`src/source/ex_params.svh`:
```
`ifndef EX_PARAMS_SVH
`define EX_PARAMS_SVH

// datapath word width
`define EX_XLEN 32

// register file address width
`define EX_RADDR_W 5

// one quotient bit per divider step
`define EX_DIV_STEPS 32

`endif
```
`src/source/lsu_pkg.sv`:
```
`default_nettype none

package lsu_pkg;

    // load and store kinds
    typedef enum logic [3:0] {
        MEM_NONE = 4'd0,
        LD_B     = 4'd1,
        LD_BU    = 4'd2,
        LD_H     = 4'd3,
        LD_HU    = 4'd4,
        LD_W     = 4'd5,
        ST_B     = 4'd6,
        ST_H     = 4'd7,
        ST_W     = 4'd8
    } mem_op_e;

    // encoding seen on data_sram_size
    typedef enum logic [1:0] {
        SIZE_BYTE = 2'd0,
        SIZE_HALF = 2'd1,
        SIZE_WORD = 2'd2
    } mem_size_e;

endpackage

`default_nettype wire

```
`src/source/exu_pkg.sv`:
```
`default_nettype none

package exu_pkg;

    // alu function select
    typedef enum logic [3:0] {
        ALU_ADD  = 4'd0,
        ALU_SUB  = 4'd1,
        ALU_SLT  = 4'd2,
        ALU_SLTU = 4'd3,
        ALU_AND  = 4'd4,
        ALU_OR   = 4'd5,
        ALU_NOR  = 4'd6,
        ALU_XOR  = 4'd7,
        ALU_SLL  = 4'd8,
        ALU_SRL  = 4'd9,
        ALU_SRA  = 4'd10,
        ALU_LUI  = 4'd11
    } alu_op_e;

    // multiply and divide kinds
    typedef enum logic [2:0] {
        MD_NONE     = 3'd0,
        MD_MUL_LO   = 3'd1,
        MD_MUL_HI   = 3'd2,
        MD_MUL_HI_U = 3'd3,
        MD_DIV      = 3'd4,
        MD_DIV_U    = 3'd5,
        MD_MOD      = 3'd6,
        MD_MOD_U    = 3'd7
    } md_op_e;

endpackage

`default_nettype wire

```
`src/source/ex_stage.sv`:
```
`default_nettype none
`timescale 1ns/1ps

`include "ex_params.svh"

module ex_stage (
    input  wire                     clk,
    input  wire                     resetn,
    // from decode
    input  wire                     in_valid,
    input  wire exu_pkg::alu_op_e   in_alu_op,
    input  wire [`EX_XLEN-1:0]      in_src1,
    input  wire [`EX_XLEN-1:0]      in_src2,
    input  wire [`EX_XLEN-1:0]      in_rkd,
    input  wire exu_pkg::md_op_e    in_md_op,
    input  wire lsu_pkg::mem_op_e   in_mem_op,
    input  wire                     in_rf_we,
    input  wire [`EX_RADDR_W-1:0]   in_rf_waddr,
    input  wire [`EX_XLEN-1:0]      in_pc,
    output logic                    ex_allowin,
    // to memory stage
    output logic                    out_valid,
    output logic [`EX_XLEN-1:0]     out_result,
    output logic                    out_rf_we,
    output logic [`EX_RADDR_W-1:0]  out_rf_waddr,
    output logic [`EX_XLEN-1:0]     out_pc,
    output lsu_pkg::mem_op_e        out_mem_op,
    output exu_pkg::md_op_e         out_md_op,
    output logic                    out_ale,
    input  wire                     mem_allowin,
    output logic [2*`EX_XLEN-1:0]   mul_product,
    // data sram request side
    output logic                    data_sram_req,
    output logic                    data_sram_wr,
    output lsu_pkg::mem_size_e      data_sram_size,
    output logic [3:0]              data_sram_wstrb,
    output logic [`EX_XLEN-1:0]     data_sram_addr,
    output logic [`EX_XLEN-1:0]     data_sram_wdata,
    input  wire                     data_sram_addr_ok,
    input  wire                     ex_flush
);

    logic                   ex_valid;
    logic                   ready;
    logic                   is_div;
    logic                   is_mod;
    logic                   is_mem;
    logic                   div_done;
    logic                   div_start;
    logic                   div_complete;
    logic                   mem_ale;
    logic [`EX_XLEN-1:0]    alu_result;
    logic [`EX_XLEN-1:0]    div_quotient;
    logic [`EX_XLEN-1:0]    div_remainder;

    exu_pkg::alu_op_e       alu_op_q;
    exu_pkg::md_op_e        md_op_q;
    lsu_pkg::mem_op_e       mem_op_q;
    logic [`EX_XLEN-1:0]    src1_q;
    logic [`EX_XLEN-1:0]    src2_q;
    logic [`EX_XLEN-1:0]    rkd_q;
    logic                   rf_we_q;
    logic [`EX_RADDR_W-1:0] rf_waddr_q;
    logic [`EX_XLEN-1:0]    pc_q;

    always_ff @(posedge clk) begin
        if (!resetn)
            ex_valid <= 1'b0;
        else if (ex_allowin)
            ex_valid <= in_valid;
    end

    always_ff @(posedge clk) begin
        if (in_valid && ex_allowin) begin
            alu_op_q   <= in_alu_op;
            md_op_q    <= in_md_op;
            mem_op_q   <= in_mem_op;
            src1_q     <= in_src1;
            src2_q     <= in_src2;
            rkd_q      <= in_rkd;
            rf_we_q    <= in_rf_we;
            rf_waddr_q <= in_rf_waddr;
            pc_q       <= in_pc;
        end
    end

    assign is_div = (md_op_q == exu_pkg::MD_DIV) || (md_op_q == exu_pkg::MD_DIV_U) ||
                    (md_op_q == exu_pkg::MD_MOD) || (md_op_q == exu_pkg::MD_MOD_U);
    assign is_mod = (md_op_q == exu_pkg::MD_MOD) || (md_op_q == exu_pkg::MD_MOD_U);
    assign is_mem = (mem_op_q != lsu_pkg::MEM_NONE);

    // misaligned memory items skip the sram and go at once
    assign ready = (data_sram_req && data_sram_addr_ok) ||
                   (is_div && (div_complete || div_done)) ||
                   !((is_mem && !mem_ale) || is_div);

    assign ex_allowin = !ex_valid || (ready && mem_allowin) || ex_flush;
    assign out_valid  = ex_valid && ready && !ex_flush;

    // remembers a finished divide while memory stage stalls
    always_ff @(posedge clk) begin
        if (!resetn)
            div_done <= 1'b0;
        else if (in_valid && ex_allowin)
            div_done <= 1'b0;
        else if (div_complete)
            div_done <= 1'b1;
    end

    assign div_start = ex_valid && is_div && !div_done;

    alu u_alu (
        .alu_op (alu_op_q),
        .src1   (src1_q),
        .src2   (src2_q),
        .result (alu_result)
    );

    mul u_mul (
        .clk     (clk),
        .resetn  (resetn),
        .md_op   (md_op_q),
        .x       (src1_q),
        .y       (src2_q),
        .product (mul_product)
    );

    div u_div (
        .clk       (clk),
        .resetn    (resetn),
        .abort     (ex_flush),
        .start     (div_start),
        .md_op     (md_op_q),
        .x         (src1_q),
        .y         (src2_q),
        .quotient  (div_quotient),
        .remainder (div_remainder),
        .complete  (div_complete)
    );

    mem_req u_mem_req (
        .mem_op      (mem_op_q),
        .addr        (alu_result),
        .rkd         (rkd_q),
        .item_valid  (ex_valid),
        .mem_allowin (mem_allowin),
        .flush       (ex_flush),
        .sram_req    (data_sram_req),
        .sram_wr     (data_sram_wr),
        .sram_size   (data_sram_size),
        .sram_wstrb  (data_sram_wstrb),
        .sram_wdata  (data_sram_wdata),
        .ale         (mem_ale)
    );

    assign data_sram_addr = alu_result;

    assign out_result   = is_div ? (is_mod ? div_remainder : div_quotient) : alu_result;
    assign out_rf_we    = rf_we_q;
    assign out_rf_waddr = rf_waddr_q;
    assign out_pc       = pc_q;
    assign out_mem_op   = mem_op_q;
    assign out_md_op    = md_op_q;
    assign out_ale      = mem_ale;

    a_out_valid_has_item: assert property (
        @(posedge clk) disable iff (!resetn) out_valid |-> ex_valid
    ) else $error("out_valid raised with an empty stage");

endmodule

`default_nettype wire

```
`src/source/mem_req.sv`:
```
`default_nettype none
`timescale 1ns/1ps

`include "ex_params.svh"

module mem_req (
    input  wire lsu_pkg::mem_op_e  mem_op,
    input  wire [`EX_XLEN-1:0]     addr,
    input  wire [`EX_XLEN-1:0]     rkd,
    input  wire                    item_valid,
    input  wire                    mem_allowin,
    input  wire                    flush,
    output logic                   sram_req,
    output logic                   sram_wr,
    output lsu_pkg::mem_size_e     sram_size,
    output logic [3:0]             sram_wstrb,
    output logic [`EX_XLEN-1:0]    sram_wdata,
    output logic                   ale
);

    logic is_load;
    logic is_store;

    always_comb begin
        is_load   = 1'b0;
        is_store  = 1'b0;
        sram_size = lsu_pkg::SIZE_BYTE;
        case (mem_op)
            lsu_pkg::LD_B, lsu_pkg::LD_BU: is_load = 1'b1;
            lsu_pkg::LD_H, lsu_pkg::LD_HU: begin
                is_load   = 1'b1;
                sram_size = lsu_pkg::SIZE_HALF;
            end
            lsu_pkg::LD_W: begin
                is_load   = 1'b1;
                sram_size = lsu_pkg::SIZE_WORD;
            end
            lsu_pkg::ST_B: is_store = 1'b1;
            lsu_pkg::ST_H: begin
                is_store  = 1'b1;
                sram_size = lsu_pkg::SIZE_HALF;
            end
            lsu_pkg::ST_W: begin
                is_store  = 1'b1;
                sram_size = lsu_pkg::SIZE_WORD;
            end
            default: ;
        endcase
    end

    assign ale = ((sram_size == lsu_pkg::SIZE_HALF) && addr[0]) ||
                 ((sram_size == lsu_pkg::SIZE_WORD) && (addr[1:0] != 2'b00));

    // loads drive no byte lanes
    always_comb begin
        sram_wstrb = 4'b0000;
        if (is_store) begin
            case (sram_size)
                lsu_pkg::SIZE_BYTE: sram_wstrb = 4'b0001 << addr[1:0];
                lsu_pkg::SIZE_HALF: sram_wstrb = addr[1] ? 4'b1100 : 4'b0011;
                default:            sram_wstrb = 4'b1111;
            endcase
        end
    end

    assign sram_wdata = (sram_size == lsu_pkg::SIZE_BYTE) ? {4{rkd[7:0]}} :
                        (sram_size == lsu_pkg::SIZE_HALF) ? {2{rkd[15:0]}} :
                        rkd;

    assign sram_wr  = is_store;
    assign sram_req = (is_load || is_store) && !ale && item_valid && mem_allowin && !flush;

endmodule

`default_nettype wire

```
`src/source/div.sv`:
```
`default_nettype none
`timescale 1ns/1ps

`include "ex_params.svh"

module div (
    input  wire                  clk,
    input  wire                  resetn,
    input  wire                  abort,
    input  wire                  start,
    input  wire exu_pkg::md_op_e md_op,
    input  wire [`EX_XLEN-1:0]   x,
    input  wire [`EX_XLEN-1:0]   y,
    output logic [`EX_XLEN-1:0]  quotient,
    output logic [`EX_XLEN-1:0]  remainder,
    output logic                 complete
);

    localparam int MSB = `EX_XLEN - 1;
    localparam int CW  = $clog2(`EX_DIV_STEPS);
    localparam logic [CW-1:0] LAST_STEP = CW'(`EX_DIV_STEPS - 1);

    logic                busy;
    logic [CW-1:0]       step;
    logic                launch;
    logic                op_signed;
    logic                x_neg;
    logic                y_neg;
    logic [`EX_XLEN-1:0] x_abs;
    logic [`EX_XLEN-1:0] y_abs;
    logic [`EX_XLEN-1:0] divisor;
    logic [`EX_XLEN-1:0] quo;
    logic [`EX_XLEN-1:0] rem;
    logic                q_neg;
    logic                r_neg;
    logic [`EX_XLEN:0]   shifted;
    logic [`EX_XLEN:0]   diff;

    assign op_signed = (md_op == exu_pkg::MD_DIV) || (md_op == exu_pkg::MD_MOD);
    assign x_neg     = op_signed & x[MSB];
    assign y_neg     = op_signed & y[MSB];
    assign x_abs     = x_neg ? -x : x;
    assign y_abs     = y_neg ? -y : y;

    // idle also excludes the complete cycle, so a held start does not relaunch
    assign launch = start && !busy && !complete && !abort;

    always_ff @(posedge clk) begin
        if (!resetn || abort) begin
            busy     <= 1'b0;
            step     <= '0;
            complete <= 1'b0;
        end else begin
            complete <= busy && (step == LAST_STEP);
            if (launch) begin
                busy <= 1'b1;
                step <= '0;
            end else if (busy) begin
                step <= step + 1'b1;
                if (step == LAST_STEP)
                    busy <= 1'b0;
            end
        end
    end

    // each restoring step shifts in the next dividend bit and tries the subtract
    assign shifted = {rem, quo[MSB]};
    assign diff    = shifted - {1'b0, divisor};

    always_ff @(posedge clk) begin
        if (launch) begin
            quo     <= x_abs;
            rem     <= '0;
            divisor <= y_abs;
            // zero divisor keeps the all-ones quotient unsigned
            q_neg   <= (x_neg ^ y_neg) && (y != '0);
            r_neg   <= x_neg;
        end else if (busy) begin
            if (!diff[`EX_XLEN]) begin
                rem <= diff[MSB:0];
                quo <= {quo[MSB-1:0], 1'b1};
            end else begin
                rem <= shifted[MSB:0];
                quo <= {quo[MSB-1:0], 1'b0};
            end
        end
    end

    assign quotient  = q_neg ? -quo : quo;
    assign remainder = r_neg ? -rem : rem;

    a_complete_one_cycle: assert property (
        @(posedge clk) disable iff (!resetn) complete |=> !complete
    ) else $error("divider complete held for two cycles");

endmodule

`default_nettype wire

```
`src/source/mul.sv`:
```
`default_nettype none
`timescale 1ns/1ps

`include "ex_params.svh"

module mul (
    input  wire                    clk,
    input  wire                    resetn,
    input  wire exu_pkg::md_op_e   md_op,
    input  wire [`EX_XLEN-1:0]     x,
    input  wire [`EX_XLEN-1:0]     y,
    output logic [2*`EX_XLEN-1:0]  product
);

    localparam int HALF = `EX_XLEN / 2;
    localparam int MSB  = `EX_XLEN - 1;
    localparam int PPW  = `EX_XLEN + HALF + 2;

    logic                     op_signed;
    logic signed [`EX_XLEN:0] x_ext;
    logic signed [`EX_XLEN:0] y_ext;
    logic signed [HALF:0]     y_lo;
    logic signed [HALF:0]     y_hi;
    logic signed [PPW-1:0]    pp_lo;
    logic signed [PPW-1:0]    pp_hi;

    // the low word does not depend on signedness so only mulh.wu is unsigned
    assign op_signed = (md_op != exu_pkg::MD_MUL_HI_U);
    assign x_ext     = {op_signed & x[MSB], x};
    assign y_ext     = {op_signed & y[MSB], y};

    // y split into an unsigned low half and a signed high half
    assign y_lo = {1'b0, y_ext[HALF-1:0]};
    assign y_hi = y_ext[`EX_XLEN:HALF];

    always_ff @(posedge clk) begin
        if (!resetn) begin
            pp_lo <= '0;
            pp_hi <= '0;
        end else begin
            pp_lo <= x_ext * y_lo;
            pp_hi <= x_ext * y_hi;
        end
    end

    // second stage adds the halves in the memory stage cycle
    assign product = pp_lo + (pp_hi <<< HALF);

endmodule

`default_nettype wire

```
`src/source/alu.sv`:
```
`default_nettype none
`timescale 1ns/1ps

`include "ex_params.svh"

module alu (
    input  wire exu_pkg::alu_op_e alu_op,
    input  wire [`EX_XLEN-1:0]    src1,
    input  wire [`EX_XLEN-1:0]    src2,
    output logic [`EX_XLEN-1:0]   result
);

    localparam int SHW = $clog2(`EX_XLEN);
    localparam int MSB = `EX_XLEN - 1;

    logic                sub_mode;
    logic [`EX_XLEN-1:0] add_b;
    logic [`EX_XLEN:0]   add_sum;
    logic                slt_res;
    logic                sltu_res;
    logic [SHW-1:0]      shamt;
    logic [`EX_XLEN-1:0] sll_res;
    logic [`EX_XLEN-1:0] srl_res;
    logic [`EX_XLEN-1:0] sra_res;

    // one adder serves add, sub and both compares
    assign sub_mode = (alu_op == exu_pkg::ALU_SUB) ||
                      (alu_op == exu_pkg::ALU_SLT) ||
                      (alu_op == exu_pkg::ALU_SLTU);
    assign add_b    = sub_mode ? ~src2 : src2;
    assign add_sum  = {1'b0, src1} + {1'b0, add_b} + {{`EX_XLEN{1'b0}}, sub_mode};

    // no carry out means src1 < src2 unsigned
    assign sltu_res = ~add_sum[`EX_XLEN];
    assign slt_res  = (src1[MSB] & ~src2[MSB]) |
                      (~(src1[MSB] ^ src2[MSB]) & add_sum[MSB]);

    assign shamt   = src2[SHW-1:0];
    assign sll_res = src1 << shamt;
    assign srl_res = src1 >> shamt;
    assign sra_res = $signed(src1) >>> shamt;

    always_comb begin
        case (alu_op)
            exu_pkg::ALU_ADD,
            exu_pkg::ALU_SUB:  result = add_sum[MSB:0];
            exu_pkg::ALU_SLT:  result = {{MSB{1'b0}}, slt_res};
            exu_pkg::ALU_SLTU: result = {{MSB{1'b0}}, sltu_res};
            exu_pkg::ALU_AND:  result = src1 & src2;
            exu_pkg::ALU_OR:   result = src1 | src2;
            exu_pkg::ALU_NOR:  result = ~(src1 | src2);
            exu_pkg::ALU_XOR:  result = src1 ^ src2;
            exu_pkg::ALU_SLL:  result = sll_res;
            exu_pkg::ALU_SRL:  result = srl_res;
            exu_pkg::ALU_SRA:  result = sra_res;
            // upper immediate already placed in src2 by decode
            exu_pkg::ALU_LUI:  result = src2;
            default:           result = '0;
        endcase
    end

endmodule

`default_nettype wire

```
`config.mk`:
```
export PLATFORM = sky130hd
export DESIGN_NAME = ex_stage
export DESIGN_NICKNAME = d
export VERILOG_FILES = /design/src/source/lsu_pkg.sv /design/src/source/exu_pkg.sv /design/src/source/ex_stage.sv /design/src/source/mem_req.sv /design/src/source/div.sv /design/src/source/mul.sv /design/src/source/alu.sv
export VERILOG_INCLUDE_DIRS = /design/src /design/src/source
export SDC_FILE = /design/constraint.sdc
export NUM_CORES = 2
export LEC_CHECK = 0
export ABC_AREA = 1
export BUFFER_PORTS_ARGS = -buffer_cell sky130_fd_sc_hd__buf_2
export CAP_MARGIN = 20
export CORE_MARGIN = 4
export CORE_UTILIZATION = 55
export DETAILED_ROUTE_END_ITERATION = 12
export PLACE_DENSITY_LB_ADDON = 0.1
export SLEW_MARGIN = 20
export SYNTH_ARGS = -nofsm -noshare
export SYNTH_HDL_FRONTEND = slang
export SYNTH_SLANG_ARGS = --single-unit
```
`constraint.sdc`:
```
create_clock -name clk -period 27.9 [get_ports clk]
set_input_delay 0 -clock clk [delete_from_list [all_inputs] [get_ports clk]]
set_output_delay 0 -clock clk [all_outputs]
set_load 0.1 [all_outputs]
```
==> reports/results.txt <==
non-filler cells in the finished layout -> 10200
final worst path period need -> 8.50 ns
Die Ht -> 350 µm
Synth Area in XOR/XNOR -> 0.0273
reg2reg setup slack -> 19.40 ns
critical path type -> reg -> reg
die area -> 122000 µm²
Final Wtd Congestion -> 1.03
Final period util -> 0.305
TritonCTS Sinks -> 350
actual slew at the worst max-slew pin -> 1.24 ns
top post-synthesis cells by area -> fa_1 32%, inv_1 11%, nand2_1 11%, edfxtp_1 9.9%, ha_1 8.1%
DIE WIDTH -> 350 µm
cts bufs inserted -> 45
routed via count -> 58300
Post-synth ARST share -> 0
cts repair resizes -> 0
Max Slew Vio Count -> 0
# port buffers -> 366
core area -> 116000 µm²
mux contribution to synthesized area -> 0.00109
Fin. Hold Viols -> 0
post-route setup TNS -> 0 ns
Slew HR -> 0.171
Most used DFF post-synth -> edfxtp_1
Max-Cap Viols -> 0
Post-Synthesis Cell Area -> 64200 µm²
hold depth -> 5
FF-to-FF path depth -> 22
worst-skew pair later-pin latency -> 0.65 ns
max reg flops -> 50
post-route worst setup slack -> 19.40 ns
GRT overflow -> 0
Yosys Warn Count -> 0
end of the worst register-to-register path -> u_mul.pp_lo[46]$_SDFF_PN0_
RSZ-0062 raised after global routing -> no
# setup viols final -> 0
number of global-route vias before repair -> 59300
Synth top area share -> 0.320
pin count of the biggest net entering global routing -> 78
Worst EP required -> 28.47 ns
Avg Vias per Cell -> 5.72
initial antenna violation count -> 13
EDFF count, synth -> 211
simple-gate share of the synthesized area -> 0.166
Arr. time, crit path -> 9.07 ns
status -> finished, final reports clean
HP Class -> in -> reg
Largest regs -> u_mul.pp_lo: 50 flops, u_mul.pp_hi: 48 flops
Synth area leader -> fa_1
CTS Root Cell -> clkbuf_16
share of cells above drive strength 1 -> 0.0770
FF-to-FF Start -> src2_q[3]$_DFFE_PP_
DRC -> 0
worst clock skew -> 0.0404 ns
Initial Util -> 0.553
Final HPWL DP -> 183000 µm
placed cells -> 9948
Worst setup EP type -> register
fin nets -> 10200
Yosys reg bits -> 350
min-delay src -> data_sram_addr_ok
Top reg by flops -> u_mul.pp_lo
wire per inst -> 23.5 µm
Synth Area in Adders -> 0.401
Syn Area/Cell -> 7.69 µm²
Seq/Total Area, Yosys -> 0.142
top-count cell post-synth -> inv_1
crit path max fanout -> 42
storage element area -> 9120 µm²
First DRT Iteration DRCs -> 6112
largest family of logic cells by synthesized area -> adder cells
cells after synthesis -> 8353
Synth Area in Compound Gates -> 0.120
Final ANT Viol Nets -> 0
multi-input logic area -> 46000 µm²
Hold Path End -> src1_q[26]$_DFFE_PP_
CTS H-tree depth -> 2
first-pass detailed-route iteration total -> 6
Startpoint Class -> register
first-pass GRT wire length -> 364000 µm
fmax -> 118 MHz
post-synth cell types -> 69
clk slew on worst S/H paths -> 0.07 ns
FP Rows -> 125
Clock Tree Buf Depth -> 3
Layout Utilization -> 0.603
# IOs -> 367
post-synth net total -> 9947
Setup WS pre-CTS -> 19.59 ns
CTS tree -> built
final wirelength -> 239000 µm
top post-synthesis cells by count -> 1914 x inv_1, 1874 x nand2_1, 1028 x fa_1
number of fill cells -> 10700
global-route usage over all layers -> 0.396
area growth from synthesis to layout -> 9.04%
==> worst max-delay path: stages, from the launching register on <==
cell and delay (ns):
edfxtp_1 0.95, buf_4 0.59, nand2_1 0.28, nor2_1 0.30, fa_1 0.56, inv_1 0.18, fa_1 0.47, fa_1 0.50
fa_1 0.50, fa_1 0.50, inv_1 0.05, fa_1 0.43, ha_1 0.41, nand2_1 0.12, nor2_1 0.20, inv_1 0.09
nor4_2 0.76, nand4_1 0.19, o2111ai_1 0.75, nand3_1 0.18, nand3_1 0.14, o21ai_0 0.08, a21oi_1 0.13
==> kinds of logic after synthesis <==
group	Yosys count
AO/OA/AOI/OAI	1349
XOR/XNOR	198
adder cells (fa/ha/maj)	1443
buffers and inverters	2352
flip-flops	350
multiplexers	7
AND/OR/NAND/NOR	2654
==> cell type report <==
type / instances / share of cell area
inverters: 1946 / 0.104
flip-flops and latches: 350 / 0.130
multi-input cells: 5651 / 0.657
clock inverters: 28 / 0.00411
clock buffers: 54 / 0.0169
diodes: 5 / 0.000179
well taps: 1524 / 0.0272
repair buffers: 628 / 0.0596
==> placed cells by master (no fill, tap or decap), drive strengths merged, types with 51 or more instances in the layout <==
cell	count
inv	1938
nand2	1895
fa	1028
o21ai	514
buf	477
nor2	461
a21oi	456
ha	415
edfxtp	211
xor2	160
dlygate4sd3	151
nand3	143
dfxtp	139
a31oi	86
nor3	72
clkbuf	54
o211ai	51
==> per-layer routing <==
layer	global-route usage	share of wire
met1	0.520	0.39
met2	0.618	0.44
met3	0.0915	0.11
met4	0.201	0.063
met5	0	0.00011
==> through the flow <==
| stage | hold slack, ns | instance area (µm²) |
|---|---|---|
| 2_1_floorplan | 0.0785 | 64200 |
| 3_3_place_gp | 0.177 | 67000 |
| 3_5_place_dp | 0.178 | 67000 |
| 4_1_cts | 0.0350 | 70000 |
| 5_1_grt | 0.0637 | 70000 |
| 6_report | 0.0739 | 70000 |
==> worst max path at each step <==
stage,startpoint,end,slack [ns],cells after the start
after floorplan,src2_q[1]$_DFFE_PP_,alu_op_q[0]$_DFFE_PP_,16.99,24
after global placement,src2_q[3]$_DFFE_PP_,u_mul.pp_lo[46]$_SDFF_PN0_,19.25,22
after detailed placement,src2_q[3]$_DFFE_PP_,u_mul.pp_lo[46]$_SDFF_PN0_,19.59,22
after CTS,src2_q[3]$_DFFE_PP_,u_mul.pp_lo[46]$_SDFF_PN0_,19.54,22
after global routing,src2_q[3]$_DFFE_PP_,u_mul.pp_lo[46]$_SDFF_PN0_,18.97,22
final,src2_q[3]$_DFFE_PP_,u_mul.pp_lo[46]$_SDFF_PN0_,19.40,22
==> what timing repair did <==
action | in CTS | in global routing
endpoints found under the setup margin | 0 | 0
hold buffers | 151 | 0
hold endpoints to repair | 188 | 0
setup buffers | 0 | 0
Power is not shown: default switching activity piles up to over one toggle a cycle in this logic, so the estimate is an artifact.
